**src/vmPkg.sv**
```systemverilog
//--------------------------------------------------------------------
// Shared types and constants of the test machine. A code word holds
// the opcode, target, source 1 and source 2 from the top bit down.
//--------------------------------------------------------------------
`default_nettype none

package vmPkg;

  localparam int InstrWidth   = 32;
  localparam int OpcodeWidth  = 5;
  localparam int ModeWidth    = 2;
  localparam int FieldWidth   = 7;
  localparam int OperandWidth = ModeWidth + FieldWidth;  // mode then field
  localparam int PcWidth      = 12;                      // wide enough for any code map

  localparam int OpcodeLsb = InstrWidth - OpcodeWidth;
  localparam int TargetLsb = 2 * OperandWidth;
  localparam int Src1Lsb   = OperandWidth;

  typedef enum logic [OpcodeWidth-1:0] {
    opNop, opAdd, opSubtract, opMov, opNot, opShiftLeft, opShiftRight, opOut,
    opJmp, opJEq, opJNe, opJLt, opJGe, opJFalse, opJTrue, opHalt
  } opcodeT;  // codes above opHalt act as nop

  typedef enum logic [ModeWidth-1:0] {
    modeImmediate, modeDirect, modeIndirect, modeInvalid
  } modeT;

  // APB byte addresses
  localparam logic [11:0] AddrCtrl     = 12'h000;  // write program length to start
  localparam logic [11:0] AddrStatus   = 12'h004;  // finished in bit 31, count below
  localparam logic [11:0] AddrOutBase  = 12'h100;
  localparam logic [11:0] AddrCodeBase = 12'h200;

  // opcodes whose result lands in the target operand
  function automatic logic writesTarget(input opcodeT opcode);
    return opcode inside {opAdd, opSubtract, opMov, opNot, opShiftLeft, opShiftRight};
  endfunction

endpackage

`default_nettype wire
```
**src/vmFetch.sv**
```systemverilog
//--------------------------------------------------------------------
// Fetch stage. One code word per cycle; once the pointer leaves the
// loaded program a single halt token is issued and fetch idles.
//--------------------------------------------------------------------
`default_nettype none

module vmFetch #(
  parameter int CodeDepth = 64
) (
  input  logic                             clock,
  input  logic                             rstN,
  input  logic                             codeWrite,
  input  logic [$clog2(CodeDepth)-1:0]     codeAddr,
  input  logic [vmPkg::InstrWidth-1:0]     codeData,
  input  logic                             start,
  input  logic [vmPkg::PcWidth-1:0]        programLength,
  input  logic                             fetchReady,
  input  logic                             branchTaken,
  input  logic [vmPkg::PcWidth-1:0]        branchTarget,
  output logic                             fetchValid,
  output logic [vmPkg::InstrWidth-1:0]     fetchInstr,
  output logic [vmPkg::PcWidth-1:0]        fetchPc
);

  localparam int CodeAddrW = $clog2(CodeDepth);
  localparam logic [vmPkg::InstrWidth-1:0] HaltWord =
    {vmPkg::opHalt, {(vmPkg::InstrWidth - vmPkg::OpcodeWidth){1'b0}}};

  typedef enum logic {stateIdle, stateRun} stateT;

  logic [vmPkg::InstrWidth-1:0] codeMem [CodeDepth];
  logic [vmPkg::PcWidth-1:0]    ip;
  stateT state;
  logic  advance, inRange;

  assign advance = !fetchValid || fetchReady;
  assign inRange = ip < programLength && ip < CodeDepth;  // negative targets wrap high

  always_ff @(posedge clock) begin
    if (codeWrite) begin
      codeMem[codeAddr] <= codeData;
    end
    if (advance) begin
      fetchInstr <= inRange ? codeMem[ip[CodeAddrW-1:0]] : HaltWord;
      fetchPc    <= ip;
    end
  end

  always_ff @(posedge clock or negedge rstN) begin
    if (!rstN) begin
      state      <= stateIdle;
      ip         <= '0;
      fetchValid <= 1'b0;
    end else if (start) begin
      state      <= stateRun;
      ip         <= '0;
      fetchValid <= 1'b0;
    end else if (branchTaken) begin
      state      <= stateRun;                        // resume even after the token
      ip         <= branchTarget;
      fetchValid <= 1'b0;                            // drop the wrong-path word
    end else if (advance) begin
      fetchValid <= state == stateRun;
      if (state == stateRun && !inRange) begin
        state <= stateIdle;                          // halt token goes out now
      end else if (state == stateRun) begin
        ip <= ip + 1'b1;
      end
    end
  end

endmodule

`default_nettype wire

```
**config.mk**
```make
export PLATFORM = sky130hd
export DESIGN_NAME = vmFetch
export DESIGN_NICKNAME = d
export VERILOG_FILES = /design/src/vmPkg.sv /design/src/vmFetch.sv
export SDC_FILE = /design/constraint.sdc
export NUM_CORES = 2
export LEC_CHECK = 0
export ABC_AREA = 1
export ABC_CLOCK_PERIOD_IN_PS = 2100
export BUFFER_PORTS_ARGS = -buffer_cell sky130_fd_sc_hd__buf_2
export CORE_ASPECT_RATIO = 0.5
export CORE_UTILIZATION = 23
export DETAILED_ROUTE_END_ITERATION = 10
export HOLD_SLACK_MARGIN = 0.05
export SYNTH_ARGS = -nofsm -noshare
export SYNTH_HDL_FRONTEND = slang
export SYNTH_SLANG_ARGS = --single-unit
```
**constraint.sdc**
```tcl
create_clock -name clock -period 2.1 [get_ports clock]
set_input_delay 0.105 -clock clock [delete_from_list [all_inputs] [get_ports clock]]
set_output_delay 0.105 -clock clock [all_outputs]
set_load 0.1 [all_outputs]
```
Yosys cells after proc, flatten, opt, wreduce, memory -nomap -nowiden:

Memory sizes are Yosys's and may differ from the RTL's. A register that Yosys moved wholly into a read port is not among the register bits.
Cells that the tools add are included.

* memory bits (writable): 2048
* register bits: 26
* output and inout bits: 45
* memories: 1

* magnitude comparators: 2
* muxes and demuxes: 14
* reductions and logical operators: 11
* add/subtract/negate cells: 1
* equal/unequal tests: 1

Memories
* codeMem: depth 64, width 32, read ports 1, clocked after memory_dff 1, write ports 1, RTL line vmFetch.sv:31 `logic [vmPkg::InstrWidth-1:0] codeMem [CodeDepth];`

Operators by type and width (count)
* 2-to-1 mux 12 bit: 5
* adder 12 x 1 -> 12 bit, second input constant: 1
* less-than comparator 12 bit: 1
* less-than comparator 12 x 7 -> 1 bit, second input constant: 1
* 2-to-1 mux 1 bit: 9
* nonzero test 3 bit: 3
* logical NOT 1 bit: 3
* != test 3 bit, second input constant: 1
* AND reduction 3 bit: 1
* logical AND 1 bit: 2
* AND reduction 2 bit: 1
* logical OR 1 bit: 1

Longest topological paths before layout:

* depth in word-level cells: 8
* mapped depth: 17
* mapped depth without buffers: 13

Worst setup path before layout:

Ideal clock, no wire load.

* path type: in2reg
* from: input port codeWrite
* to: memory codeMem[48][0] (netlist name) (enable)
* stages on the path: 3
* data arrival time: 3.733 ns
* setup time: 0.502 ns
* buffers on the path: 1
* path slack: -2.135 ns
* cells stage by stage: clkbuf_1 -> nand4_1 -> nor4_1

* longest elaborated chain between the ends: 2

RTL lines
* from (decl): RTL line vmFetch.sv:12 `input logic codeWrite,`
* 2-to-1 mux 1 bit: RTL line vmFetch.sv:40 `if (codeWrite) begin`
* 2-to-1 mux 1 bit (implied by the code): RTL line vmFetch.sv:41 `codeMem[codeAddr] <= codeData;`
* to (decl): RTL line vmFetch.sv:31

Every way passes these cells.

Worst setup path after layout:

* from: register ip[5] (netlist name)
* to: register fetchInstr[14] (netlist name), read port of codeMem (data pin)

* longest elaborated chain between the ends: 3

RTL lines
* from (decl): RTL line vmFetch.sv:32 `logic [vmPkg::PcWidth-1:0] ip;`
* from (signal assigned): RTL line vmFetch.sv:60 `ip <= branchTarget;`
* from (signal assigned): RTL line vmFetch.sv:67 `ip <= ip + 1'b1;`
* less-than comparator 12 bit or less-than comparator 12 x 7 -> 1 bit (tied branches): RTL line vmFetch.sv:37 `assign inRange = ip < programLength && ip < CodeDepth;`
* logical AND 1 bit: RTL line vmFetch.sv:37
* logical NOT 1 bit (no line)
* to (decl): RTL line vmFetch.sv:21 `output logic [vmPkg::InstrWidth-1:0] fetchInstr,`

Several ways; a longest one is shown, not always the timed one.
A chain may end at the register's enable or synchronous reset.

==> flow_summary.toml <==
[power_and_ir_drop]
p_int_mw = 74.1
p_sw_mw = 29.0
power_mw = 103
p_leak_nw = 44.9
power.share.sequential_pct = 45.6
switching_share_pct = 28.1
combinationalPowerShare_pct = 17.9
p_per_area_nw_per_um2 = 907
clkPwrFrac_pct = 36.5
irDropWorstVdd_mv = 0.756

[critical_path]
critPathLaunchType = "flop"
crit_arrival_ns = 3.29
critPathMaxStageDelay_ns = 0.69
critPathKind = "reg -> reg"
cp_common_cell = "buf_4"
required_ns = 2.83
end_kind = "flop"
critPathMaxFanout = 8
cp_cell_sequence = "buf_4 -> clkinv_1 -> nor2_2 -> buf_4 -> buf_4 -> nand2_2 -> nand2_4 -> clkinvlp_4 -> a21oi_2"
r2r_cells = 9
r2r_slack_ns = -0.46
rr_startpoint = "ip[5]"
regToRegEndpoint = "fetchInstr[14]"
slowest_stage = "nor2_2"

[clock_network]
cts_max_path_buffers = 3
cts_buffers = 219
cts-root-buf = "clkbuf_16"
htreeDepth = 4
cts_tree = "yes"
cts_sinks = 2106
clkLatencyLatePin_ns = 0.87
clk_pin_slew_ns = 0.06

[worst_hold_path]
whs_path_depth = 10
hp-class = "in -> reg"
hp-start = "programLength[3]"
hold_end = "ip[5]"

[placed_design]
gp_congestion = 0.857
place_inst = 13800
dp_hpwl_um = 169000
dp_slack_ns = -0.897
port-buffer-count = 112

[floorplanning]
dieArea_sq_um = 390000
start_util_pct = 23.1
rows = 161
fp.dieW_um = 882
core_area_sq_um = 385000
die_h_um = 442
io_pins = 113

[run]
drv_cap = 0

[final_layout]
final_cell_mix = "nand2_1 (2,655), edfxtp_1 (2,092), inv_1 (966)"
layoutNonFillerInstCount = 14400
fin_nets = 9174
multi_input_area_sq_um = 22500
regArea_sq_um = 63200
area_delta_synth_final_pct = 27.6
drive_above_1_share_pct = 17.7
mostFrequentLayoutCell = "nand2_1"
fillCellCount = 38900

[routing]
drtPass1Iterations = 11
ant_nets = 0
wirelength_um = 292000
num_vias = 63900
wire_per_inst_um = 20.3
drtIter0Drc = 7708
viasPerCell = 4.43
drc = 4

[logic_synthesis]
synth-seq-cells = 2106
synth.cell_area_sq_um = 89100
yosys.cell_types.count = 31
syn_nets = 8457
synth_seq_area_share_pct = 70.9
synth_ff_type = "edfxtp_1"
synthArstFlopShare_pct = 0.665
synth-edff-count = 2092
syn_inst = 8377
syn_area_per_cell_sq_um = 10.6
ys.warnings.count = 0

[sta]
setup_ws_ns = -0.464
setup_violations = 37
worst-slew-pin-transition_ns = 1.33
rsz0062_at_grt = "yes"
maxSlewViolCount = 0
holdWs_ns = 0.107
clock_skew_ns = 0.0456
period_share_pct = 122
max_slew_margin_pct = 11.2
fmax_mhz = 390
period_needed_ns = 2.56
hold_viol = 0

[outcome]
violations = "design-rule violations, negative setup slack"
outcome = "finished with violations"

[global_routing]
first_global_vias = 60600
overflow = 0
grt_max_degree = 87
grtUsageTotal_pct = 14.3
antenna_found_initial = 22
grt_pass1_wl_um = 417000
[worst max-delay path by stage]
stage                     endpoint       from
floorplan           codeMem[48][0]  codeWrite
global placement    fetchInstr[19]      ip[0]
detailed placement  fetchInstr[28]      ip[0]
CTS                 fetchInstr[14]      ip[0]
global route        fetchInstr[28]      ip[0]
finish              fetchInstr[14]      ip[5]
[power by group through the flow]
stage	clock (mW)	sequential [mW]	combinational [mW]
6_report	37.6	47.0	18.4
5_1_grt	39.6	47.0	19.5
4_1_cts	38.0	47.0	17.0
3_5_place_dp	0	47.9	15.3
3_3_place_gp	0	47.9	15.3
2_1_floorplan	0	48.8	6.96
[metal layers]
metal	wire, um	track usage, %	share of wire [%]
met5	1	0	0.00034
met4	14500	6.41	5.0
met2	132000	22.8	45
met1	119000	19.3	41
met3	26800	2.23	9.2
[critical path, delay by kind of cell (launching register included)]
family / cells / cell delay, ns
DFF: 1 / 0.35
AOI/OAI and AO/OA: 1 / 0.20
and+or+nand+nor: 3 / 0.85
buffers and inverters: 5 / 0.99
[logic make-up (layout without fill, tap and decap cells)]
group / after synthesis / count (layout) / synth area share [%]
AOI/OAI and AO/OA: 426 / 426 / 2.49
xor gates and xnor gates: 4 / 4 / 0.0393
adders and majority gates: 12 / 12 / 0.168
buffers and inverters: 1434 / 2331 / 6.48
DFF: 2106 / 2106 / 70.9
muxes: 3 / 3 / 0.0337
other: 0 / 5 / 0
and+or+nand+nor: 4392 / 4392 / 19.9
[Yosys cell counts, drive strengths merged, types with 3 or more instances]
cell type	n	area, sq um
a21oi	98	490
nand4	10	62.6
or2	32	200
o211ai	29	218
edfxtp	2092	62800
buf	249	1330
dfrtp	14	350
nand2	2794	10500
a22oi	3	22.5
xor2	4	35.0
inv	1000	3760
nor3	5	25.0
o22ai	6	37.5
o21ai	288	1440
nor4	8	50.1
nand3	885	4430
ha	12	150
nor2	658	2470
mux2i	3	30.0
clkbuf	183	687
[cell type report]
class,count,share of cell area (%)
diodes,5,0.0110
flip-flops and latches,2106,55.6
well taps,5134,5.65
inverters,1002,3.40
clock inverters,135,1.06
multi-input cells,4837,19.8
clock buffers,266,4.99
repair buffers,923,9.43
repair inverters,5,0.0936
[metrics by stage]
stage	area, sq um	TNS, ns	utilization [%]
after floorplan	89500	-396.94	-
after global placement	102000	-23.73	26.4
after detailed placement	102000	-24.31	26.4
after CTS	112000	-10.95	29.0
after global routing	114000	-13.09	29.5
final	114000	-10.70	29.5
[state kept, by name (all words and copies together) (netlist names)]
name and flops:
fetchInstr 32, codeMem 2048, ip 12, fetchValid 1
state 1, fetchPc 12
[what timing repair did]
action | 4_1_cts | 5_1_grt
cloned | 21 | 19
resized for setup | 346 | 363
buffers inserted | 44 | 40
setup endpoints to repair | 52 | 64
pin swaps | 50 | 116
hold endpoints to repair | 2220 | 0
hold buffers | 70 | 0
(Power assumes the default switching activity.)
