--- src/vmPkg.sv ---
//--------------------------------------------------------------------
// Shared types and constants of the test machine. A code word holds
// the opcode, target, source 1 and source 2 from the top bit down.
//--------------------------------------------------------------------
`default_nettype none

package vmPkg;

  localparam int InstrWidth   = 32;
  localparam int OpcodeWidth  = 5;
  localparam int ModeWidth    = 2;
  localparam int FieldWidth   = 7;
  localparam int OperandWidth = ModeWidth + FieldWidth;  // mode then field
  localparam int PcWidth      = 12;                      // wide enough for any code map

  localparam int OpcodeLsb = InstrWidth - OpcodeWidth;
  localparam int TargetLsb = 2 * OperandWidth;
  localparam int Src1Lsb   = OperandWidth;

  typedef enum logic [OpcodeWidth-1:0] {
    opNop, opAdd, opSubtract, opMov, opNot, opShiftLeft, opShiftRight, opOut,
    opJmp, opJEq, opJNe, opJLt, opJGe, opJFalse, opJTrue, opHalt
  } opcodeT;  // codes above opHalt act as nop

  typedef enum logic [ModeWidth-1:0] {
    modeImmediate, modeDirect, modeIndirect, modeInvalid
  } modeT;

  // APB byte addresses
  localparam logic [11:0] AddrCtrl     = 12'h000;  // write program length to start
  localparam logic [11:0] AddrStatus   = 12'h004;  // finished in bit 31, count below
  localparam logic [11:0] AddrOutBase  = 12'h100;
  localparam logic [11:0] AddrCodeBase = 12'h200;

  // opcodes whose result lands in the target operand
  function automatic logic writesTarget(input opcodeT opcode);
    return opcode inside {opAdd, opSubtract, opMov, opNot, opShiftLeft, opShiftRight};
  endfunction

endpackage

`default_nettype wire
--- src/vmApbRegs.sv ---
//--------------------------------------------------------------------
// APB slave of the test machine, no wait states. paddr[1:0] is not
// decoded. Code and output windows must fit below 0x1000.
//--------------------------------------------------------------------
`default_nettype none

module vmApbRegs #(
  parameter int CodeDepth = 64,
  parameter int OutDepth  = 16,
  parameter int DataWidth = 12
) (
  input  logic                           clock,
  input  logic                           rstN,
  input  logic                           psel,
  input  logic                           penable,
  input  logic                           pwrite,
  input  logic [11:0]                    paddr,
  input  logic [31:0]                    pwdata,
  output logic [31:0]                    prdata,
  output logic                           pready,
  output logic                           pslverr,
  output logic                           codeWrite,
  output logic [$clog2(CodeDepth)-1:0]   codeAddr,
  output logic [vmPkg::InstrWidth-1:0]   codeData,
  output logic                           start,
  output logic [vmPkg::PcWidth-1:0]      programLength,
  input  logic                           outPush,
  input  logic [DataWidth-1:0]           outData,
  input  logic                           finished
);

  localparam int CodeAddrW = $clog2(CodeDepth);
  localparam int OutAddrW  = $clog2(OutDepth);
  localparam int CountW    = $clog2(OutDepth + 1);

  logic                 running;
  logic [CountW-1:0]    outCount;
  logic [DataWidth-1:0] outMem [OutDepth];
  logic [DataWidth-1:0] outWord;
  logic [11:0]          codeOffset;
  logic [11:0]          outOffset;
  logic [OutAddrW-1:0]  outIndex;
  logic access, busy, startReq, outFull;
  logic isCtrl, isStatus, isCode, isOut;

  // ------------------------------------------------------------------
  // address decode
  // ------------------------------------------------------------------
  assign access     = psel && penable;
  assign busy       = running || start;              // program loaded or starting
  assign codeOffset = paddr - vmPkg::AddrCodeBase;
  assign outOffset  = paddr - vmPkg::AddrOutBase;
  assign outIndex   = outOffset[OutAddrW+1:2];
  assign isCtrl     = paddr == vmPkg::AddrCtrl;
  assign isStatus   = paddr == vmPkg::AddrStatus;
  assign isCode     = paddr >= vmPkg::AddrCodeBase && codeOffset < 4 * CodeDepth;
  assign isOut      = paddr >= vmPkg::AddrOutBase && outOffset < 4 * OutDepth;

  assign pready  = 1'b1;
  assign pslverr = access && (pwrite ? (!(isCtrl || isCode) || busy)
                                     : !(isStatus || (isOut && outIndex < outCount)));

  assign outWord = outMem[outIndex];
  assign prdata  = isStatus ? {finished, 31'(outCount)}
                            : {{(32 - DataWidth){outWord[DataWidth-1]}}, outWord};

  assign codeWrite = access && pwrite && isCode && !busy;
  assign codeAddr  = codeOffset[CodeAddrW+1:2];
  assign codeData  = pwdata;

  assign startReq = access && pwrite && isCtrl && !busy;
  assign outFull  = outCount == CountW'(OutDepth);

  // ------------------------------------------------------------------
  // control state
  // ------------------------------------------------------------------
  always_ff @(posedge clock or negedge rstN) begin
    if (!rstN) begin
      start    <= 1'b0;
      running  <= 1'b0;
      outCount <= '0;
    end else begin
      start <= startReq;                             // one cycle pulse
      if (start) begin
        running <= 1'b1;
      end else if (finished) begin
        running <= 1'b0;
      end
      if (start) begin
        outCount <= '0;
      end else if (outPush && !outFull) begin
        outCount <= outCount + 1'b1;                 // saturates at OutDepth
      end
    end
  end

  always_ff @(posedge clock) begin
    if (startReq) begin
      programLength <= pwdata[vmPkg::PcWidth-1:0];
    end
    if (outPush && !outFull) begin
      outMem[outCount[OutAddrW-1:0]] <= outData;     // dropped when full
    end
  end

endmodule

`default_nettype wire

--- config.mk ---
export PLATFORM = sky130hd
export DESIGN_NAME = vmApbRegs
export DESIGN_NICKNAME = d
export VERILOG_FILES = /design/src/vmPkg.sv /design/src/vmApbRegs.sv
export SDC_FILE = /design/constraint.sdc
export NUM_CORES = 1
export LEC_CHECK = 0
export BUFFER_PORTS_ARGS = -buffer_cell sky130_fd_sc_hd__clkbuf_2
export CAP_MARGIN = 20
export CORE_MARGIN = 1
export CORE_UTILIZATION = 34
export CTS_CLUSTER_DIAMETER = 100
export DETAILED_ROUTE_END_ITERATION = 12
export PLACE_DENSITY = 0.56
export SLEW_MARGIN = 20
export SYNTH_ARGS = -nofsm -noshare
export SYNTH_HDL_FRONTEND = slang
export SYNTH_SLANG_ARGS = --single-unit
--- constraint.sdc ---
create_clock -name clock -period 5.4 [get_ports clock]
set_clock_uncertainty 0.1 [all_clocks]
set_input_delay 0.27 -clock clock [delete_from_list [all_inputs] [get_ports clock]]
set_output_delay 0.27 -clock clock [all_outputs]
set_load 0.005 [all_outputs]
**Word-level counts from Yosys, hierarchy flattened**

Memory sizes are Yosys's and may differ from the RTL's.
Index checks and enable logic that the tools add are counted.
Widths: inputs -> output; s select.

- Bits in registers: 19
- Bits in latches: 0
- Memory bits (writable): 192
- ROM bits: 0
- Input port bits: 63
- Word-level logic and storage cells: 45
- Memories kept: 1

- Add/sub/neg operators: 3
- Multipliers: 0
- Divide/modulo/power cells: 0
- Order comparisons: 5
- Equality and inequality tests: 2
- Shift-type cells: 0
- Multiplexer cells: 8
- Bitwise operators: 0
- Reduce and logical (&&, ||, !) cells: 22

Memory list:

| name | words | width | read ports | clocked after memory_dff | wr ports | RTL line | text |
|---|---|---|---|---|---|---|---|
| outMem | 16 | 12 | 1 | 0 | 1 | vmApbRegs.sv:38 | `logic [DataWidth-1:0] outMem [OutDepth];` |

Operators with widths:

| cell | number |
|---|---|
| $mux 32 | 1 |
| $eq 12x3->1 const B | 1 |
| $ge 12x10->1 const B | 1 |
| $ge 12x9->1 const B | 1 |
| $logic_not 12->1 | 1 |
| $lt 12x7->1 const B | 1 |
| $lt 12x9->1 const B | 1 |
| $sub 12x10->12 const B | 1 |
| $sub 12x9->12 const B | 1 |
| $logic_and 1x1->1 | 11 |
| $mux 5 | 2 |
| $add 5x1->5 const B | 1 |
| $eq 5x5->1 const B | 1 |
| $lt 4x5->1 | 1 |
| $mux 1 | 5 |
| $logic_not 1->1 | 4 |
| $logic_or 1x1->1 | 4 |
| $reduce_bool 2->1 | 2 |

**Logic depth before layout (Yosys ltp)**

Gate-level depths: netlist of run 1.

- Depth in word-level cells: 8
- Mapped depth: 8
- Gate-level depth less buffers: 6

**Worst setup path after synthesis of run 1**

No wires, ideal clock.

- Path type: in2out
- Start: input paddr[2]
- End: output prdata[12]
- Arrival time: 2.146 ns
- Path slack: 2.884 ns
- Stages on the path: 8
- Cell sequence: buf_2 buf_4 inv_1 buf_2 a2bb2oi_1 a22oi_1 nor2_1 buf_4

- Word-level cells in the longest chain between the ends: 3
- Elaborated cells on any way between the ends: 4
- Classes of those cells: add/sub (1); eq/ne (1); mux (1); memory (1)

RTL lines:

| what | RTL line | text |
|---|---|---|
| from (decl) | vmApbRegs.sv:17 | `input logic [11:0] paddr,` |
| $sub 12x9->12 | vmApbRegs.sv:52 | `assign outOffset = paddr - vmPkg::AddrOutBase;` |
| $mem_v2 16x12 | -- |  |
| $mux 32 * | vmApbRegs.sv:64 | `assign prdata = isStatus ? {finished, 31'(outCount)}` |
| to (decl) | vmApbRegs.sv:19 | `output logic [31:0] prdata,` |

Every way passes the cells marked *; elsewhere a longest branch is shown, timed or not.

**Worst setup path after layout of run 1**

- Start: register outCount[3]
- End: output pslverr

- Word-level cells in the longest chain between the ends: 6

RTL lines:

| what | RTL line | text |
|---|---|---|
| from (decl) | vmApbRegs.sv:37 | `logic [CountW-1:0] outCount;` |
| from (signal assigned) | vmApbRegs.sv:92 | `outCount <= outCount + 1'b1;` |
| $lt 4x5->1 | vmApbRegs.sv:61 | `: !(isStatus \|\| (isOut && outIndex < outCount)));` |
| $logic_and 1x1->1 | vmApbRegs.sv:61 |  |
| $logic_or 1x1->1 | vmApbRegs.sv:61 |  |
| $logic_not 1->1 | vmApbRegs.sv:61 |  |
| $mux 1 | vmApbRegs.sv:60 | `assign pslverr = access && (pwrite ? (!(isCtrl \|\| isCode) \|\| busy)` |
| $logic_and 1x1->1 | vmApbRegs.sv:60 |  |
| to (decl) | vmApbRegs.sv:21 | `output logic pslverr,` |

No other way between the ends.

==> metrics.md, run 1 <==
| Metric | Value |
|---|---|
| Reg-to-Reg End | outMem[3][8] |
| Pre-CTS setup slack | 2260 ps |
| Net Count, Synth | 555 |
| DR WL/cell | 21.7 µm |
| Run status | complete, no violations |
| DIE AREA | 0.0268 mm² |
| Setup crit start kind | register |
| Num CTS Buffers | 22 |
| Nets | 626 |
| Hold Path Class | in -> async |
| PnR worst setup slack | 2280 ps |
| Crit Path Class | reg -> out |
| P_int | 3.12 mW |
| Crit path arrival time | 2750 ps |
| Post-CTS Setup Inserts | 0 |
| Max cap viols | 0 |
| N_diodes | 0 |
| Sequential fraction of the synthesis area | 71.0% |
| Top cell type's share of synthesized area | 69.0% |
| Via count of the first global-routing pass | 4545 |
| Vias | 4459 |
| Resized cells post-CTS | 0 |
| Final antenna-violating net count | 0 |
| WP data required | 5030 ps |
| First-pass GRT wire length | 28700 µm |
| Tot GR Track Use | 14.8% |
| Flop pwr share | 49.7% |
| Pwr per Cell Area | 401 mW/mm² |
| Starting Density | 35.0% |
| CTS sink cnt | 211 |
| Root Buffer | clkbuf_16 |
| Chip height | 164 µm |
| Warning count from the yosys run | 0 |
| Clock Path Buffers | 3 |
| DR vias/cell | 4.97 |
| RSZ-0062 raised after global routing | false |
| Fin area | 0.0102 mm² |
| Clock Power Share | 37.7% |
| Initial antenna violation count | 0 |
| RD Place Congestion | 0.803 |
| Pins Over Slew Limit | 0 |
| Share of cells above drive strength 1 | 37.9% |
| Gate Count Post-Synth | 483 |
| Worst rel slew slack | 30.0% |
| Net Sw Frac | 24.0% |
| Worst r2r path cells | 5 |
| Largest area contributor in the netlist | edfxtp_1 |
| Drt first-iter violations | 345 |
| Syn Std Cell Area | 0.00888 mm² |
| Std cell rows | 58 |
| Final period utilization | 57.7% |
| I/O Buffers | 107 |
| Total congestion overflow | 0 |
| Reg-to-Reg Start | outCount[0] |
| Seq cells post-synth | 211 |
| CTS tree | yes |
| Worst R2R Setup Slack | 2820 ps |
| Core area | 0.0254 mm² |
| Dpl hpwl | 11800 µm |
| Min Clock Period, post-route | 3120 ps |
| Synth top cells by count | edfxtp_1 (204), buf_4 (63), mux4_2 (47) |
| Gate power share | 12.6% |
| Pin count of the biggest net entering global routing | 34 |
| Pleak | 3.54 nW |
| Max Fclk | 0.321 GHz |
| Most common cell in the synthesized netlist | edfxtp_1 |
| DIE WIDTH | 164 µm |
| Clock Latency Late Sink | 490 ps |
| Worst Setup End Kind | output pin |
| CP Max Fanout | 7 |
| Mean Syn Cell Area | 18.4 µm² |
| Area growth from synthesis to layout | 15.2% |
| Setup TNS | 0 ps |
| Slew @ Worst Pin | 1050 ps |
| DRT Pass-1 Iters | 5 |
| Placed Area | 0.00934 mm² |
| Synth cell types | 41 |
| Pwr Total | 4.10 mW |
| Async SR Flop Fraction | 3.32% |
| Final Hold Violating Endpoints | 0 |
| Sw Pwr | 0.983 mW |
| Clock transition at the registers of the reported paths | 60 ps |
| Final setup vio count | 0 |
| Worst VDD drop | 0.000248 V |
| I/O pins | 149 |
| Number of synthesized flops with an enable pin | 204 |
| H-tree levels | 1 |
| Hold WS | 33.1 ps |
| Top cells by area, synth | edfxtp_1 (69%), mux4_2 (12%), buf_4 (5.3%) |
| Main synth FF type | edfxtp_1 |
| Post-route DRC | 0 |
| Final wirelength | 19500 µm |
## how the worst max path moves through the flow
stage	depth (start not counted)	to	slack (ps)	startpoint
2_1_floorplan	8	prdata[12]	2880	paddr[2]
3_3_place_gp	6	prdata[11]	2320	paddr[3]
3_5_place_dp	6	prdata[26]	2260	paddr[3]
4_1_cts	6	prdata[26]	2250	paddr[3]
5_1_grt	7	pslverr	2170	outCount[3]
6_report	7	pslverr	2280	outCount[3]
## layout by cell type, fill, tap and decap left out, types with 3 or more instances in the layout
cell           Yosys  layout
dlygate4sd3_1      0      14
nor2_2             0      16
ha_1               9       9
mux4_2            47      47
nand2_1           14      14
inv_1             11      11
clkbuf_1           5       4
nor2b_1            3       3
bufinv_16          0       4
clkbuf_16          0      23
clkbuf_2           0     107
mux2i_1           15      15
edfxtp_1         204     204
xnor2_1            4       4
nand4_1            5       5
buf_4             63       3
nor2_1            25       9
nor4_1             3       3
a21oi_1            9       9
o22ai_1            5       5
o21ai_0            5       5
mux2_2            12      12
clkinv_1           1       6
dfrtp_1            7       7
nor3_1             3       3
## layout make-up
type	instances	area, µm²
clock buffers	27	591
clock inverters	11	149
fillers	2287	15200
inverters	13	48.8
multi-input cells	182	2030
flip-flops and latches	211	6300
well taps	330	413
repair buffers	124	698
## repair_timing
item / 4_1_cts / 5_1_grt
hold endpoints to repair: 20 / 0
setup endpoints to repair: 0 / 0
hold buffers: 14 / 0
## worst max-delay path, cell delays in order (launching register included)
cell      delay, ps
dfrtp_1         540
clkinv_1        320
ha_1            370
nor2_1           50
or3_1           360
o2111a_1        240
nor4_1          200
clkbuf_2        170
## power groups by stage
stage | combinational, mW | sequential, mW | clock [mW]
2_1_floorplan | 0.364 | 2.03 | 0
3_3_place_gp | 0.510 | 2.06 | 0
3_5_place_dp | 0.525 | 2.07 | 0
4_1_cts | 0.534 | 2.04 | 1.58
5_1_grt | 0.579 | 2.05 | 1.64
6_report | 0.518 | 2.04 | 1.55
## metrics by stage
step / util [%] / instances
global route: 40.3 / 898
CTS: 40.3 / 898
floorplan: - / 483
global placement: 36.8 / 846
finish: 40.3 / 898
detailed placement: 36.8 / 846
## flip-flops by register name (all words and copies together) (netlist names)
name and count:
outCount 5, outMem 192, programLength 12, running 1, start 1
## metal layers
metal  up-vias  routed length (µm)  GRT usage (%)
met2       172                9800           25.2
met4         0                 437           5.13
met1      2272                7900           19.3
met5         -                   0              0
met3        31                1370           2.23
li1       1984                   -              -
## kinds of logic after synthesis
kind of cell	Yosys count	share of synthesized area (%)
other	1	0.0422
buffers and inverters	90	6.65
xor gates and xnor gates	5	0.493
DFF	211	71.0
and+or+nand+nor	65	3.51
adders and majority gates	9	1.27
muxes	74	15.1
AOI/OAI and AO/OA	28	1.94
(Power assumes the default switching activity.)
==> inputs of run 2 (changes only) <==
Clock period 5.4 ns to 2.9 ns, I/O delays scaled along.
==> metrics.md, run 2 (synthesized netlist as in run 1, its figures left out) <==
| Metric | Value |
|---|---|
| Post-Layout Cell Count | 932 (+3.8%) |
| CTS tree | yes |
| First-pass GRT wire length | 28400 µm (-1.1%) |
| Drt first-iter violations | 323 (-6.4%) |
| M3 GR Usage | 2.74% (+0.51 points) |
| Violated checks | negative hold slack |
| Root Buffer | clkbuf_16 |
| Post-CTS Setup Inserts | 0 (unchanged) |
| Most common cell after layout, fill and taps aside | edfxtp_1 |
| Pwr per Cell Area | 699 mW/mm² (+74%) |
| RSZ-0062 raised after global routing | false |
| CP Max Fanout | 7 (unchanged) |
| Total congestion overflow | 0 (unchanged) |
| DR WL/cell | 20.4 µm (-6.1%) |
| Clock Path Buffers | 3 (unchanged) |
| RD Place Congestion | 0.752 (-6.4%) |
| Crit Path Class | reg -> out |
| Chip height | 164 µm (unchanged) |
| Num CTS Buffers | 21 (-4.5%) |
| Final setup vio count | 0 (unchanged) |
| Post-route DRC | 0 (unchanged) |
| Pre-CTS setup slack | 419 ps (-1840 ps) |
| DIE AREA | 0.0268 mm² (unchanged) |
| Clock transition at the registers of the reported paths | 60 ps (about the same) |
| Hold WS | -0.290 ps (-33.4 ps) |
| Share of cells above drive strength 1 | 37.9% (about the same) |
| Final antenna-violating net count | 0 (unchanged) |
| Pins Over Slew Limit | 0 (unchanged) |
| Initial antenna violation count | 0 (unchanged) |
| Min Clock Period, post-route | 2680 ps |
| Grt met2 use | 25.0% (-0.25 points) |
| Core area | 0.0254 mm² (unchanged) |
| DR vias/cell | 4.92 (-0.84%) |
| Max incr delay on CP | 450 ps (-90 ps) |
| CP cell instances | clkinvlp_4, ha_1, nor2_1, or3_1, o2111a_1, nor4_1, clkbuf_2 |
| Slew @ Worst Pin | 622 ps (-428 ps) |
| WP data required | 2650 ps (-2380 ps) |
| Clock Latency Late Sink | 480 ps (about the same) |
| N_diodes | 0 (unchanged) |
| Critical path buffers and inverters | 2 (unchanged) |
| Nets | 661 (+5.6%) |
| Worst VDD drop | 0.000333 V (+34%) |
| Area growth from synthesis to layout | 17.1% |
| Hold Path Class | in -> reg |
| Pin count of the biggest net entering global routing | 28 (-18%) |
| Dpl hpwl | 12200 µm (+3.3%) |
| Final wirelength | 19000 µm (-2.6%) |
| DRT Pass-1 Iters | 4 (-1) |
| Max Fclk | 0.373 GHz |
| Via count of the first global-routing pass | 4720 (+3.9%) |
| Final Core Density | 40.9% (+0.67 points) |
| Final period utilization | 92.5% |
| Crit path arrival time | 2440 ps (-310 ps) |
| Pleak | 3.67 nW (+3.6%) |
| DIE WIDTH | 164 µm (unchanged) |
| PnR worst setup slack | 218 ps (-2060 ps) |
| Worst Setup End Kind | output pin |
| Std cell rows | 58 (unchanged) |
| CP top delay family | simple AND/OR/NAND/NOR gates |
| Vias | 4589 (+2.9%) |
| Tot GR Track Use | 14.5% (-0.29 points) |
| H-tree levels | 1 (unchanged) |
| Max cap viols | 0 (unchanged) |
| Final Hold Violating Endpoints | 3 (+3) |
| I/O Buffers | 107 (unchanged) |
| Dpl cells | 873 (+3.2%) |
| Setup TNS | 0 ps (unchanged) |
| CTS sink cnt | 211 (unchanged) |
| Gr busiest metal | met2 |
| Worst rel slew slack | 58.2% (+28 points) |
| Commonest cells after routing, fill and taps aside | edfxtp_1 (204), clkbuf_2 (107), mux4_2 (47) |
| I/O pins | 149 (unchanged) |
| Starting Density | 35.0% (unchanged) |
| Run status | finished, violations left |
| Worst path slowest cell | dfrtp_2 |
| Global Route met1 Usage | 18.5% (-0.83 points) |
| Max reg flops | 192 (unchanged) |
| Setup crit start kind | register |
## run 2: changes by cell type in the layout (fill, tap and decap cells not counted), sizes merged
cell / change
buf: +27
bufinv: -3
clkbuf: -3
clkinv: +1
clkinvlp: +3
dlygate4sd3: +9
## run 2: final timing paths
check / start / endpoint / slack, ps / cells after the start
setup / recovery: outCount[3] / pslverr / 220 / 7
hold / removal: outData[10] / outMem[2][10] / -0.3 / 1
setup reg to reg: outCount[0] / outMem[2][0] / 910 / 6
hold reg to reg: running / running / 390 / 1
max in group asynchronous: rstN / outCount[3] / 1920 / 3
min in group asynchronous: rstN / outCount[1] / 520 / 3
## run 2: final cells by class
| class | instances | area [µm²] |
|---|---|---|
| Multi-Input combinational cell | 182 | 1990 |
| Tap cell | 330 | 413 |
| Sequential cell | 211 | 6300 |
| Inverter | 13 | 52.6 |
| Fill cell | 2274 | 15000 |
| Clock inverter | 12 | 86.3 |
| Timing Repair Buffer | 160 | 1020 |
| Clock buffer | 24 | 537 |
## run 2: per-layer routing
| metal | wire [µm] | up-vias | part of all wire, % |
|---|---|---|---|
| li1 | - | 2049 | - |
| met1 | 7900 | 2354 | 42 |
| met2 | 9530 | 153 | 50 |
| met3 | 1150 | 33 | 6.1 |
| met4 | 417 | 0 | 2.2 |
| met5 | 0 | - | 0 |
## run 2: stage by stage
| stage | cell area, µm² | hold slack (ps) | total power [mW] |
|---|---|---|---|
| 6_report | 10400 | -0.290 | 7.27 |
| 5_1_grt | 10400 | 13.8 | 7.59 |
| 4_1_cts | 10400 | 2.74 | 7.35 |
| 3_5_place_dp | 9540 | -105 | 4.85 |
| 3_3_place_gp | 9540 | -104 | 4.82 |
| 2_1_floorplan | 8880 | -251 | 4.46 |
## run 2: report_power, final
part	switching (mW)	internal, mW
clock network	1.05	1.41
registers	0.137	3.65
logic	0.591	0.422
## run 2: what timing repair did
item                                    in CTS  in global routing
endpoints found under the hold margin      148                  0
hold buffers                                23                  0
endpoints found under the setup margin       0                  1
gates resized for setup                      0                  3
