==> src/vmPkg.sv <==
//--------------------------------------------------------------------
// Shared types and constants of the test machine. A code word holds
// the opcode, target, source 1 and source 2 from the top bit down.
//--------------------------------------------------------------------
`default_nettype none

package vmPkg;

  localparam int InstrWidth   = 32;
  localparam int OpcodeWidth  = 5;
  localparam int ModeWidth    = 2;
  localparam int FieldWidth   = 7;
  localparam int OperandWidth = ModeWidth + FieldWidth;  // mode then field
  localparam int PcWidth      = 12;                      // wide enough for any code map

  localparam int OpcodeLsb = InstrWidth - OpcodeWidth;
  localparam int TargetLsb = 2 * OperandWidth;
  localparam int Src1Lsb   = OperandWidth;

  typedef enum logic [OpcodeWidth-1:0] {
    opNop, opAdd, opSubtract, opMov, opNot, opShiftLeft, opShiftRight, opOut,
    opJmp, opJEq, opJNe, opJLt, opJGe, opJFalse, opJTrue, opHalt
  } opcodeT;  // codes above opHalt act as nop

  typedef enum logic [ModeWidth-1:0] {
    modeImmediate, modeDirect, modeIndirect, modeInvalid
  } modeT;

  // APB byte addresses
  localparam logic [11:0] AddrCtrl     = 12'h000;  // write program length to start
  localparam logic [11:0] AddrStatus   = 12'h004;  // finished in bit 31, count below
  localparam logic [11:0] AddrOutBase  = 12'h100;
  localparam logic [11:0] AddrCodeBase = 12'h200;

  // opcodes whose result lands in the target operand
  function automatic logic writesTarget(input opcodeT opcode);
    return opcode inside {opAdd, opSubtract, opMov, opNot, opShiftLeft, opShiftRight};
  endfunction

endpackage

`default_nettype wire
==> src/vmExecute.sv <==
//--------------------------------------------------------------------
// Execute stage, combinational on the operand register. Items are
// ignored while finished and in the cycle right after a start.
//--------------------------------------------------------------------
`default_nettype none

module vmExecute #(
  parameter int DataWidth = 12
) (
  input  logic                            clock,
  input  logic                            rstN,
  input  logic                            start,
  input  logic                            opValid,
  input  vmPkg::opcodeT                   opOpcode,
  input  logic [vmPkg::PcWidth-1:0]       opPc,
  input  logic [DataWidth-1:0]            src1Value,
  input  logic [DataWidth-1:0]            src2Value,
  input  logic [DataWidth-1:0]            targetValue,
  input  logic [vmPkg::FieldWidth-1:0]    targetAddr,
  input  logic                            targetWritable,
  input  logic [vmPkg::PcWidth-1:0]       jumpOffset,
  output logic                            wrEnable,
  output logic [vmPkg::FieldWidth-1:0]    wrAddr,
  output logic [DataWidth-1:0]            wrData,
  output logic                            branchTaken,
  output logic [vmPkg::PcWidth-1:0]       branchTarget,
  output logic                            outPush,
  output logic [DataWidth-1:0]            outData,
  output logic                            finished
);

  logic                 active, startLate, jumpCond;
  logic [DataWidth-1:0] result;

  assign active = opValid && !finished && !startLate;  // stale item after start

  always_comb begin
    result   = '0;
    jumpCond = 1'b0;
    case (opOpcode)
      vmPkg::opAdd:        result   = src1Value + src2Value;
      vmPkg::opSubtract:   result   = src1Value - src2Value;
      vmPkg::opMov:        result   = src1Value;
      vmPkg::opNot:        result   = DataWidth'(src1Value == '0);
      vmPkg::opShiftLeft:  result   = targetValue << src1Value;
      vmPkg::opShiftRight: result   = targetValue >> src1Value;
      vmPkg::opJmp:        jumpCond = 1'b1;
      vmPkg::opJEq:        jumpCond = src1Value == src2Value;
      vmPkg::opJNe:        jumpCond = src1Value != src2Value;
      vmPkg::opJLt:        jumpCond = $signed(src1Value) < $signed(src2Value);
      vmPkg::opJGe:        jumpCond = $signed(src1Value) >= $signed(src2Value);
      vmPkg::opJFalse:     jumpCond = src1Value == '0;
      vmPkg::opJTrue:      jumpCond = src1Value != '0;
      default:             result   = '0;      // nop, out, halt, undefined
    endcase
  end

  assign wrEnable     = active && vmPkg::writesTarget(opOpcode) && targetWritable;
  assign wrAddr       = targetAddr;
  assign wrData       = result;
  assign branchTaken  = active && jumpCond;
  assign branchTarget = opPc + jumpOffset;
  assign outPush      = active && opOpcode == vmPkg::opOut;
  assign outData      = src1Value;

  always_ff @(posedge clock or negedge rstN) begin
    if (!rstN) begin
      finished  <= 1'b0;
      startLate <= 1'b0;
    end else begin
      startLate <= start;
      if (start) begin
        finished <= 1'b0;
      end else if (active && opOpcode == vmPkg::opHalt) begin
        finished <= 1'b1;                            // held until next start
      end
    end
  end

endmodule

`default_nettype wire

==> config.mk <==
export PLATFORM = sky130hd
export DESIGN_NAME = vmExecute
export DESIGN_NICKNAME = d
export VERILOG_FILES = /design/src/vmPkg.sv /design/src/vmExecute.sv
export SDC_FILE = /design/constraint.sdc
export NUM_CORES = 1
export LEC_CHECK = 0
export BUFFER_PORTS_ARGS = -buffer_cell sky130_fd_sc_hd__buf_2
export CAP_MARGIN = 20
export CORE_MARGIN = 3
export CORE_UTILIZATION = 51
export DETAILED_ROUTE_END_ITERATION = 6
export PLACE_DENSITY = 0.83
export SYNTH_ARGS = -nofsm -noshare
export SYNTH_HDL_FRONTEND = slang
export SYNTH_SLANG_ARGS = --single-unit
==> constraint.sdc <==
create_clock -name clock -period 3.6 [get_ports clock]
set_input_delay 0 -clock clock [delete_from_list [all_inputs] [get_ports clock]]
set_output_delay 0 -clock clock [all_outputs]
set_load 0.02 [all_outputs]
# ---- Yosys cells after proc, flatten, opt, wreduce, memory -nomap -nowiden
# Index checks and enable logic that the tools add are counted.
dict set report word_totals {
  ff_bits 2
  input_bits 77
  output_inout_bits 47
  word_cells 43
}
dict set report classes {
  addsub 3
  n_lt_le_gt_ge 2
  n_eq_ne 17
  n_shift 2
  muxes 4
  reduce_logical 13
}
# op count
set op_table {}
lappend op_table {{$pmux W12 S6} 1}
lappend op_table {{$eq A5 B4 Y1 const B} 8}
lappend op_table {{$add A12 B12 Y12} 2}
lappend op_table {{$eq A5 B3 Y1 const B} 4}
lappend op_table {{$eq A12 B12 Y1} 1}
lappend op_table {{$ge A12 B12 Y1} 1}
lappend op_table {{$logic_not A12 Y1} 1}
lappend op_table {{$lt A12 B12 Y1} 1}
lappend op_table {{$ne A12 B12 Y1} 1}
lappend op_table {{$reduce_bool A12 Y1} 1}
lappend op_table {{$shl A12 B12 Y12} 1}
lappend op_table {{$shr A12 B12 Y12} 1}
lappend op_table {{$sub A12 B12 Y12} 1}
lappend op_table {{$eq A5 B2 Y1 const B} 2}
lappend op_table {{$logic_and A1 B1 Y1} 7}
lappend op_table {{$pmux W1 S7} 1}
lappend op_table {{$reduce_bool A6 Y1} 1}
lappend op_table {{$eq A5 B1 Y1 const B} 1}
lappend op_table {{$logic_not A1 Y1} 2}
lappend op_table {{$mux W1} 2}
lappend op_table {{$reduce_bool A2 Y1} 1}

# ---- Logic depth before layout (Yosys ltp)
# Gate-level depths: netlist of run 1.
dict set report depth {
  ltp_word 6
  depth_mapped 13
  ltp_nobuf 11
}

# ---- Worst setup path after synthesis of run 1
# Ideal clock, no wire load.
dict set report synth_path {
  path_type {input to output}
  startpoint {input port src1Value[0]}
  endpoint {output port branchTaken}
  t_arrival_ps 2793
  required_ps 3600
  slack_ps 807
  stages 12
  n_path_buf 2
  cell_sequence {clkbuf_1 > inv_1 > buf_1 > ha_1 > inv_1 > fa_1 > a21o_1 > a21oi_1 > o211a_1 > o31ai_1 > or4_1 > a31oi_1}
}
dict set report synth_via {
  elab_chain_len 3
  elab_cells_between_ends 8
}
# element line_no
set synth_lines {}
lappend synth_lines {{start, declared} vmExecute.sv:16} ;# input logic [DataWidth-1:0] src1Value,
lappend synth_lines {{$ge A12 B12 Y1, or another cell as far along} vmExecute.sv:51} ;# vmPkg::opJGe: jumpCond = $signed(src1Value) >= $signed(src2Value);
lappend synth_lines {{$pmux W1 S7 *} vmExecute.sv:40} ;# case (opOpcode)
lappend synth_lines {{$logic_and A1 B1 Y1 *} vmExecute.sv:61} ;# assign branchTaken = active && jumpCond;
lappend synth_lines {{end, declared} vmExecute.sv:25} ;# output logic branchTaken,
# Mark *: on every way between the ends. The rest lies on a longest branch, timed or not.

# ---- Worst setup path after layout of run 1
dict set report layout_path {
  startpoint {input port src1Value[0]}
  endpoint {output port wrData[10]}
}
dict set report layout_via {
  elab_chain_len 2
  elab_cells_between_ends 5
}
# element line_no
set layout_lines {}
lappend layout_lines {{$sub A12 B12 Y12, or another cell as far along} vmExecute.sv:42} ;# vmPkg::opSubtract: result = src1Value - src2Value;
lappend layout_lines {{$pmux W12 S6 *} vmExecute.sv:40}
lappend layout_lines {{end, declared} vmExecute.sv:24} ;# output logic [DataWidth-1:0] wrData,
# Marked as above.

==> impl_results.md, run 1 <==
- Reg2reg path depth: 3
- Relative slew slack: 41.7%
- Max clock buf depth: 2
- Post-CTS Setup Inserts: 0
- Hold worst-path end: wrAddr[3]
- Outcome: finished clean
- Clk Latency, worst-skew pair: 0.21 ns
- Utilization after layout: 60.5%
- Initial Utilization: 53.3%
- Actual slew at the worst max-slew pin: 0.871 ns
- Fin Hold WS: 0.00000561 ns
- Ant. Diodes: 0
- Sequential area share after synthesis: 1.58%
- I/O Buffers: 109
- Nets: 645
- Worst Hold Launch: targetAddr[3]
- Layout area overhead: 13.6%
- Synth Cell Area: 0.00317 sq mm
- Share of cells above drive strength 1: 26.5%
- Maxcap violations: 0
- Asr flop ratio synth: 100%
- Max H-tree Level: 1
- Post-layout min period: 2.75 ns
- TNS Setup: 0 ns
- Clock Tree Root: clkbuf_8
- Gpl congestion: 0.951
- Sink Count: 2
- Total power: 0.661 mW
- Switching Share: 52.4%
- FF-to-FF setup slack: 2.65 ns
- Number of setup violations in the final report: 0
- Internal: 0.314 mW
- Critical path buffers and inverters: 4
- Drt pass-1 iters: 5
- Vias in the first global route: 3,523
- Slew Viols, Final: 0
- Sw Pwr: 0.347 mW
- Clock share of power: 13.3%
- Crit path kind: primary input to primary output
- Post-DP Area: 0.00354 sq mm
- Post-synth EDFFs: 0
- Post-Syn Area per Cell: 6.94 sq um
- GR Util All Layers: 26.0%
- Slowest-stage cell, CP: a2111oi_0
- Final Non-Filler Cells: 604
- Largest net degree at the start of global routing: 34
- Num CTS Buffers: 3
- Critical Path Fanout Max: 25
- Slowest cell delay on critical path: 0.47 ns
- Core Rows: 28
- Final period utilization: 76.3%
- Global-route wire length before repair: 16.1 mm
- Reg2reg end: finished
- Cell count after placement: 598
- Die area: 0.00720 sq mm
- Final WL: 10.0 mm
- WP data required: 3.60 ns
- Combinational power share: 83.1%
- Fmax: 364 MHz
- Post-synthesis register bit count: 2
- Initial antenna violation count: 0
- Core Region: 0.00596 sq mm
- Worst setup SP type: primary input
- Routed Antenna Nets: 0
- Peak supply drop: 150 uV
- Pwr/cell area: 183 mW/mm^2
- Critical path endpoint category: primary output
- # DRC: 0
- Die height: 84.9 um
- Worst setup margin: 0.853 ns
- Vias: 3,873
- Yosys warns: 0
- CP cell instances: buf_2, inv_1, ha_1, inv_1, fa_1, a21o_1, a21oi_1, o211ai_1, a2111oi_0, a221oi_1, a32oi_1, a221o_1, buf_2
- CTS tree: yes
- Leak pwr: 1.68 nW
- Synth unique cells: 71
- WP data arrival: 2.75 ns
- Synth Net Count: 571
- Total grt overflow: 0
- Worst r2r src: startLate
- Hold depth: 0
- Top delay family on crit path: compound AO/OA/AOI/OAI gates
- Drt via density: 6.41
- Clk_skew: 0.00328 ns
- Iteration-0 DRC Markers: 352
- Post-detail-place hpwl: 7.87 mm
- Ys flop type: dfrtp_1
- Post-route cell area: 0.00361 sq mm
- Ports: 124
- Die extent in x: 84.9 um
- Share of total power in sequential cells: 3.6%
- Unrepaired setup endpoints after global routing: no
- Hold Path Class: primary input to primary output
- Post-Syn Instances: 457
- Final Hold Vio Count: 0
- Pre-CTS setup slack: 0.912 ns
- Drt wl/cell: 16.6 um
registers in the layout, summed over array words and instances (netlist names):
register   flops
startLate      1
finished       1
final cells by class:
class	instances	area [sq um]
clock buffer	3	41.3
multi-input combinational	373	2700
fill	570	2350
timing repair buffer	114	586
tap	75	93.8
inverter	37	139
sequential	2	50.0
worst max path at each step:
stage	from	end	slack, ns	cells after the start
after floorplan	src1Value[0]	branchTaken	0.81	12
final	src1Value[0]	wrData[10]	0.85	13
after global placement	src1Value[0]	wrData[10]	1.02	13
after detailed placement	src1Value[0]	wrData[10]	0.91	13
after global routing	src1Value[0]	wrData[10]	0.70	13
after CTS	src1Value[0]	wrData[10]	0.91	13
cell families (layout without fill, tap and decap cells):
family	Yosys count	after routing	share of synthesized area (%)
flip-flops	2	2	1.58
AO/OA/AOI/OAI	149	149	32.0
buffers and inverters	82	154	13.4
adder cells (fa/ha/maj)	37	37	15.3
multiplexers	31	31	12.3
XOR/XNOR	7	7	1.93
AND/OR/NAND/NOR	149	149	23.4
layer usage:
| metal | GRT usage, % | wire length [um] |
|---|---|---|
| met5 | 0 | 0 |
| met4 | 6.62 | 191 |
| met3 | 3.30 | 1060 |
| met1 | 33.5 | 3910 |
| met2 | 45.8 | 4890 |
synthesized netlist by cell type (7+ instances only):
library cell	instances	area, sq um
clkbuf_1	12	45.0
nand3_1	11	55.1
inv_1	36	135
nor2_1	51	191
nor2b_1	7	43.8
nand2_1	28	105
o221ai_1	7	61.3
nor3_1	12	60.1
nand2b_1	7	43.8
a21oi_1	37	185
buf_4	23	173
a221oi_1	8	70.1
ha_1	34	425
o21ai_0	31	155
a221o_1	8	80.1
mux2i_1	20	200
power groups by stage:
stage / clock (mW) / combinational [mW] / sequential (mW)
final: 0.0878 / 0.549 / 0.0238
after global routing: 0.0912 / 0.598 / 0.0239
after CTS: 0.0880 / 0.540 / 0.0236
after detailed placement: 0 / 0.536 / 0.0239
after global placement: 0 / 0.525 / 0.0238
after floorplan: 0 / 0.397 / 0.0239
cell usage in the layout (no fill, tap or decap), drive strengths merged, types with 4 or more instances in the layout:
cell	n
a21o	5
a21oi	37
a221o	8
a221oi	9
a22oi	4
buf	112
ha	34
inv	36
mux2	5
mux2i	20
mux4	6
nand2	29
nand2b	7
nand3	11
nand4	5
nor2	52
nor2b	7
nor3	13
nor3b	4
o21a	6
o21ai	36
o221a	4
o221ai	7
o22ai	5
or3	4
or4	6
xnor2	6
what timing repair did:
action	CTS	global route
gates resized for setup	0	0
hold buffers	2	0
hold endpoints to repair	4	0
No activity file was read; power rests on OpenSTA's default activity.
==> run 2: changes to the inputs <==
--- a/config.mk
+++ b/config.mk
@@ -5,12 +5,13 @@
 export SDC_FILE = /design/constraint.sdc
 export NUM_CORES = 1
 export LEC_CHECK = 0
+export ABC_AREA = 1
 export BUFFER_PORTS_ARGS = -buffer_cell sky130_fd_sc_hd__buf_2
 export CAP_MARGIN = 20
 export CORE_MARGIN = 3
-export CORE_UTILIZATION = 51
+export CORE_UTILIZATION = 47
 export DETAILED_ROUTE_END_ITERATION = 6
-export PLACE_DENSITY = 0.83
+export PLACE_DENSITY = 0.8
 export SYNTH_ARGS = -nofsm -noshare
 export SYNTH_HDL_FRONTEND = slang
 export SYNTH_SLANG_ARGS = --single-unit
==> constraint.sdc (replaced) <==
create_clock -name clock -period 2.3 [get_ports clock]
set_input_delay 0 -clock clock [delete_from_list [all_inputs] [get_ports clock]]
set_output_delay 0 -clock clock [all_outputs]
set_load 0.02 [all_outputs]
==> run 2 against run 1 <==
Critical path depth is 1 higher. Final cell count rose by 36%. Via count rose by 17%. First-iteration DRC count is 28% lower. Non-clock buffer count up 6. Sequential power increased by 54%. Routed wire length grew 16%. Critical path type unchanged.
==> impl_results.md, run 2 <==
- Synth area leaders: nand2_1 21%, ha_1 13%, nand3_1 12%, inv_1 7.8%, a21oi_1 6.9%
- Initial Utilization: 49.2% (-4.1 points)
- Initial antenna violation count: 0 (unchanged)
- Commonest non-fill, non-tap cell in the layout: nand2_1
- Vias in the first global route: 4,267 (+21%)
- Drt pass-1 iters: 5 (unchanged)
- Post-Syn Area per Cell: 5.35 sq um (-23%)
- Most frequent cells in the layout: 192 x nand2_1, 109 x buf_2, 82 x nand3_1, 71 x inv_1, 52 x nor2_1
- Core Region: 0.00691 sq mm (+16%)
- Hold depth: 0 (unchanged)
- Commonest cells in the netlist: 192 x nand2_1, 82 x nand3_1, 71 x inv_1
- Reg2reg path depth: 3 (unchanged)
- Number of setup violations in the final report: 0 (unchanged)
- Critical path endpoint category: primary output
- Vias: 4,523 (+17%)
- Maxcap violations: 0 (unchanged)
- Post-CTS Setup Inserts: 0 (unchanged)
- Post-Syn Instances: 635 (+39%)
- Most frequent CP cell: nand2_1
- Relative slew slack: 57.5% (+16 points)
- Nets: 840 (+30%)
- Peak supply drop: 223 uV (+48%)
- Crit path kind: primary input to primary output
- Slowest cell delay on critical path: 0.45 ns (-0.02 ns)
- Unrepaired setup endpoints after global routing: no
- Post-detail-place hpwl: 9.78 mm (+24%)
- Count leader, synth: nand2_1
- Yosys warns: 0 (unchanged)
- Worst setup SP type: primary input
- Final WL: 11.6 mm (+16%)
- Post-cts resize count: 0 (unchanged)
- Pwr/cell area: 254 mW/mm^2 (+38%)
- Ys flop type: dfrtp_1
- Pre-CTS setup slack: 0.297 ns (-0.615 ns)
- GR Util All Layers: 27.2% (+1.2 points)
- Total power: 1.01 mW (+52%)
- Synth Net Count: 749 (+31%)
- Drt via density: 5.52 (-14%)
- Iteration-0 DRC Markers: 253 (-28%)
- Critical path buffers and inverters: 4 (unchanged)
- Sequential area share after synthesis: 1.47% (-0.10 points)
- TNS Setup: 0 ns (unchanged)
- Global-route wire length before repair: 19.3 mm (+20%)
- Utilization after layout: 57.4% (-3.2 points)
- Layout area overhead: 16.7%
- Clock Tree Root: clkbuf_8
- Max clock buf depth: 2 (unchanged)
- Slowest-stage cell, CP: fa_1
- Final period utilization: 89.3%
- I/O Buffers: 109 (unchanged)
- Area leader, netlist: nand2_1
- Top delay family on crit path: adder cells
- Die area: 0.00828 sq mm (+15%)
- Final Non-Filler Cells: 820 (+36%)
- Die height: 91 um (+7.2%)
- Sink Count: 2 (unchanged)
- Critical Path Fanout Max: 16 (-36%)
- Cell count after placement: 815 (+36%)
- Regs by FF count: finished (1), startLate (1)
- Synth Cell Area: 0.00340 sq mm (+7.0%)
- CP cell instances: buf_2, inv_2, ha_1, inv_1, fa_1, nand3_1, nand2_1, nand2_1, nand2_1, nand2_1, o211ai_1, o21ai_0, a21oi_1, buf_2
- Largest net degree at the start of global routing: 21 (-38%)
- Num CTS Buffers: 3 (unchanged)
- WP data arrival: 2.05 ns (-0.70 ns)
- Drt wl/cell: 14.2 um (-15%)
- Hold Path Class: primary input to primary output
- CTS tree: yes
- Actual slew at the worst max-slew pin: 0.635 ns (-0.236 ns)
- Share of the synthesized area in the top cell type: 21.2% (+7.8 points)
- Outcome: finished clean
- Total grt overflow: 0 (unchanged)
- Gpl congestion: 0.983 (+3.4%)
- Post-layout min period: 2.05 ns
- Worst setup margin: 0.246 ns (-0.607 ns)
- WP data required: 2.30 ns (-1.30 ns)
- Leak pwr: 2.24 nW (+34%)
- Worst path depth: 14 (+1)
- Clk_skew: 0.00144 ns (-0.00185 ns)
- Max H-tree Level: 1 (unchanged)
- Fmax: 487 MHz
- Die extent in x: 91 um (+7.2%)
- # DRC: 0 (unchanged)
- Final Hold Vio Count: 0 (unchanged)
- Asr flop ratio synth: 100% (unchanged)
- Clk Latency, worst-skew pair: 0.21 ns (about the same)
- Ant. Diodes: 0 (unchanged)
- Core Rows: 30 (+7.1%)
- Slew Viols, Final: 0 (unchanged)
- Post-synthesis register bit count: 2 (unchanged)
- Post-synth EDFFs: 0 (unchanged)
- Routed Antenna Nets: 0 (unchanged)
- Synth unique cells: 38 (-46%)
- Ports: 124 (unchanged)
- Share of cells above drive strength 1: 20.4% (-6.0 points)
[run 2: logic make-up after synthesis]
| family | count (synthesis) | share of synthesized area (%) |
|---|---|---|
| AO/OA/AOI/OAI | 100 | 17.1 |
| buffers and inverters | 109 | 15.0 |
| adder cells (fa/ha/maj) | 37 | 14.3 |
| flip-flops | 2 | 1.47 |
| XOR/XNOR | 15 | 3.87 |
| AND/OR/NAND/NOR | 372 | 48.3 |
[run 2: final cells by class]
type | instances | area (sq um)
Clock buffer | 3 | 41.3
Fill cell | 762 | 2940
Inverter | 75 | 282
Multi-Input combinational cell | 524 | 2840
Sequential cell | 2 | 50.0
Tap cell | 96 | 120
Timing Repair Buffer | 120 | 633
[run 2: final timing paths]
kind | start | end | slack [ns]
worst max register to register | startLate | finished | 1.52
worst min-delay path | targetAddr[1] | wrAddr[1] | 0.000009
worst min register to register | finished | finished | 0.54
min in group asynchronous | rstN | finished | 0.13
worst max-delay path | src1Value[0] | branchTaken | 0.25
max in group asynchronous | rstN | startLate | 2.07
[run 2: through the flow]
stage	hold WS, ns	area, sq um
3_3_place_gp	-0.216	3900
4_1_cts	0.000137	3960
5_1_grt	0.0000324	3960
2_1_floorplan	-0.296	3400
6_report	0.00000883	3960
3_5_place_dp	-0.215	3900
[run 2: worst reg2reg max path, stage by stage (launching register included)]
cell,delay [ns]
dfrtp_1,0.34
inv_1,0.08
nand4_1,0.13
a21oi_1,0.15
[run 2: where the power goes]
part	internal (mW)	total [mW]	switching [mW]
clock	0.110	0.136	0.0250
combinational	0.293	0.833	0.540
sequential	0.0365	0.0367	0.000251
[run 2: metal layers]
| metal | GRT usage, % | wire length (um) | share of wire (%) |
|---|---|---|---|
| met4 | 8.42 | 320 | 2.7 |
| met5 | 0 | 0 | 0 |
| met3 | 2.65 | 857 | 7.4 |
| met2 | 47.9 | 5620 | 48 |
| met1 | 34.6 | 4840 | 42 |
[run 2: what timing repair did]
| action | CTS | global route |
|---|---|---|
| hold buffers | 2 | 0 |
| hold endpoints to repair | 4 | 0 |
| endpoints found under the setup margin | 0 | 0 |
==> run 3: changes to the inputs <==
--- a/config.mk
+++ b/config.mk
@@ -8,10 +8,11 @@
 export ABC_AREA = 1
 export BUFFER_PORTS_ARGS = -buffer_cell sky130_fd_sc_hd__buf_2
 export CAP_MARGIN = 20
+export CORE_ASPECT_RATIO = 0.7
 export CORE_MARGIN = 3
 export CORE_UTILIZATION = 47
 export DETAILED_ROUTE_END_ITERATION = 6
-export PLACE_DENSITY = 0.8
+export PLACE_DENSITY = 0.88
 export SYNTH_ARGS = -nofsm -noshare
 export SYNTH_HDL_FRONTEND = slang
 export SYNTH_SLANG_ARGS = --single-unit
==> run 3 against run 2 <==
Sequential power barely moved. Critical path type unchanged. Clock power barely moved. Highest routed layer unchanged. Global-route usage rose by 1.3 points. Power increased by 1.7%. Sequential cell count unchanged.
==> impl_results.md, run 3 (same netlist as run 2, synthesis figures left out) <==
- Die height: 77.1 um (-15%)
- Clock Tree Root: clkbuf_8
- GR Util All Layers: 28.5% (+1.3 points)
- Fmax: 495 MHz (+1.7%)
- Worst r2r src: startLate
- CTS tree: yes
- Regs by FF count: finished (1), startLate (1)
- Ant. Diodes: 0 (unchanged)
- Drt wl/cell: 15.0 um (+6.0%)
- Drt pass-1 iters: 7 (+2)
- Critical Path Fanout Max: 9 (-7)
- Final period utilization: 87.8% (-1.5 points)
- Vias: 4,773 (+5.5%)
- # DRC: 0 (unchanged)
- Die area: 0.00830 sq mm (+0.20%)
- Layout area overhead: 17.3%
- Drt via density: 5.81 (+5.4%)
- Most frequent cells in the layout: 192 x nand2_1, 109 x buf_2, 82 x nand3_1, 71 x inv_1, 52 x nor2_1
- Leak pwr: 2.26 nW (+0.66%)
- Largest net degree at the start of global routing: 21 (unchanged)
- Hold Path Class: primary input to primary output
- Commonest non-fill, non-tap cell in the layout: nand2_1
- Worst Hold Launch: targetAddr[6]
- Maxcap violations: 0 (unchanged)
- WP data arrival: 2.02 ns (-0.03 ns)
- Ports: 124 (unchanged)
- Hold worst-path end: wrAddr[6]
- Actual slew at the worst max-slew pin: 0.619 ns (-0.0165 ns)
- Worst setup margin: 0.281 ns (+0.0351 ns)
- Sink Count: 2 (unchanged)
- Max clock buf depth: 2 (unchanged)
- Reg2reg end: finished
- Pre-CTS setup slack: 0.336 ns (+0.0389 ns)
- Clk_skew: 0.00275 ns (+0.00132 ns)
- Post-detail-place hpwl: 10.4 mm (+6.1%)
- Clk Latency, worst-skew pair: 0.21 ns (about the same)
- Reg2reg path depth: 3 (unchanged)
- Critical path endpoint category: primary output
- Max H-tree Level: 1 (unchanged)
- Final Hold Vio Count: 0 (unchanged)
- Slew Viols, Final: 0 (unchanged)
- Filler Cells Inserted: 691 (-9.3%)
- Gpl congestion: 1.00 (+2.0%)
- Final Non-Filler Cells: 821 (+0.12%)
- Total power: 1.02 mW (+1.7%)
- Pwr/cell area: 257 mW/mm^2 (+1.2%)
- Core Rows: 25 (-17%)
- Crit path kind: primary input to primary output
- Vias in the first global route: 4,218 (-1.1%)
- Utilization after layout: 57.9% (+0.50 points)
- Hold depth: 0 (unchanged)
- Initial Utilization: 49.3% (+0.18 points)
- Worst setup SP type: primary input
- Total grt overflow: 0 (unchanged)
- Nets: 843 (+0.36%)
- Outcome: finished clean
- Routed Antenna Nets: 0 (unchanged)
- Final WL: 12.4 mm (+6.2%)
- Initial antenna violation count: 0 (unchanged)
- Post-layout min period: 2.02 ns (-0.0351 ns)
- Number of setup violations in the final report: 0 (unchanged)
- Fin Hold WS: 0.00000881 ns (-0.0000000188 ns)
- Post-CTS Setup Inserts: 0 (unchanged)
- Relative slew slack: 58.6% (+1.1 points)
- Share of cells above drive strength 1: 20.8% (+0.33 points)
- Num CTS Buffers: 3 (unchanged)
- Global-route wire length before repair: 19.8 mm (+2.5%)
- Iteration-0 DRC Markers: 615 (+140%)
- Die extent in x: 108 um (+18%)
- Post-DP Area: 0.00392 sq mm (+0.51%)
- Unrepaired setup endpoints after global routing: no
- FF-to-FF setup slack: 1.58 ns (+0.06 ns)
- Peak supply drop: 217 uV (-2.5%)
- Core Region: 0.00688 sq mm (-0.36%)
- I/O Buffers: 109 (unchanged)
- Post-route cell area: 0.00398 sq mm (+0.51%)
- TNS Setup: 0 ns (unchanged)
- WP data required: 2.30 ns (about the same)
- Cell count after placement: 816 (+0.12%)
==> run 3: worst max-delay path by stage <==
stage / depth (start not counted) / slack, ns / from / end
after floorplan: 14 / 0.47 / src1Value[0] / branchTaken
after CTS: 11 / 0.32 / src2Value[3] / wrData[6]
after global routing: 14 / 0.10 / src2Value[4] / wrData[11]
final: 14 / 0.28 / src2Value[4] / wrData[9]
after detailed placement: 11 / 0.34 / src2Value[3] / wrData[6]
after global placement: 11 / 0.33 / src2Value[3] / wrData[6]
==> run 3: per-layer routing <==
metal,routed length [um],up-vias,global-route usage [%],part of all wire [%]
met2,5030,374,44.3,41
li1,-,2265,-,-
met4,283,0,4.67,2.3
met1,5310,2095,41.4,43
met5,0,-,0,0
met3,1740,39,4.79,14
==> run 3: timing repair <==
item	4_1_cts	5_1_grt
hold buffers	2	0
setup endpoints to repair	0	0
gates resized for setup	0	0
hold endpoints to repair	4	0
==> run 3: power breakdown <==
group          switching (mW)  internal [mW]
clock network          0.0251          0.110
logic                   0.553          0.298
registers            0.000245         0.0365
==> run 3: area by class of cell <==
type	count	area [sq um]	share of cell area (%)
Inverter	75	282	7.07
Tap cell	94	118	2.95
Multi-Input combinational cell	524	2840	71.2
Clock buffer	3	41.3	1.04
Timing Repair Buffer	123	656	16.5
Sequential cell	2	50.0	1.26
==> run 3: critical path, stage by stage <==
cell and delay [ns]:
buf_2 0.09, inv_1 0.04, ha_1 0.45, inv_1 0.12, a21oi_1 0.33, nand2_1 0.11, nand2_1 0.07, nand4_1 0.12
a21oi_1 0.19, o21ai_0 0.14, nand2_1 0.08, nor2_1 0.04, nand2_1 0.06, buf_2 0.16
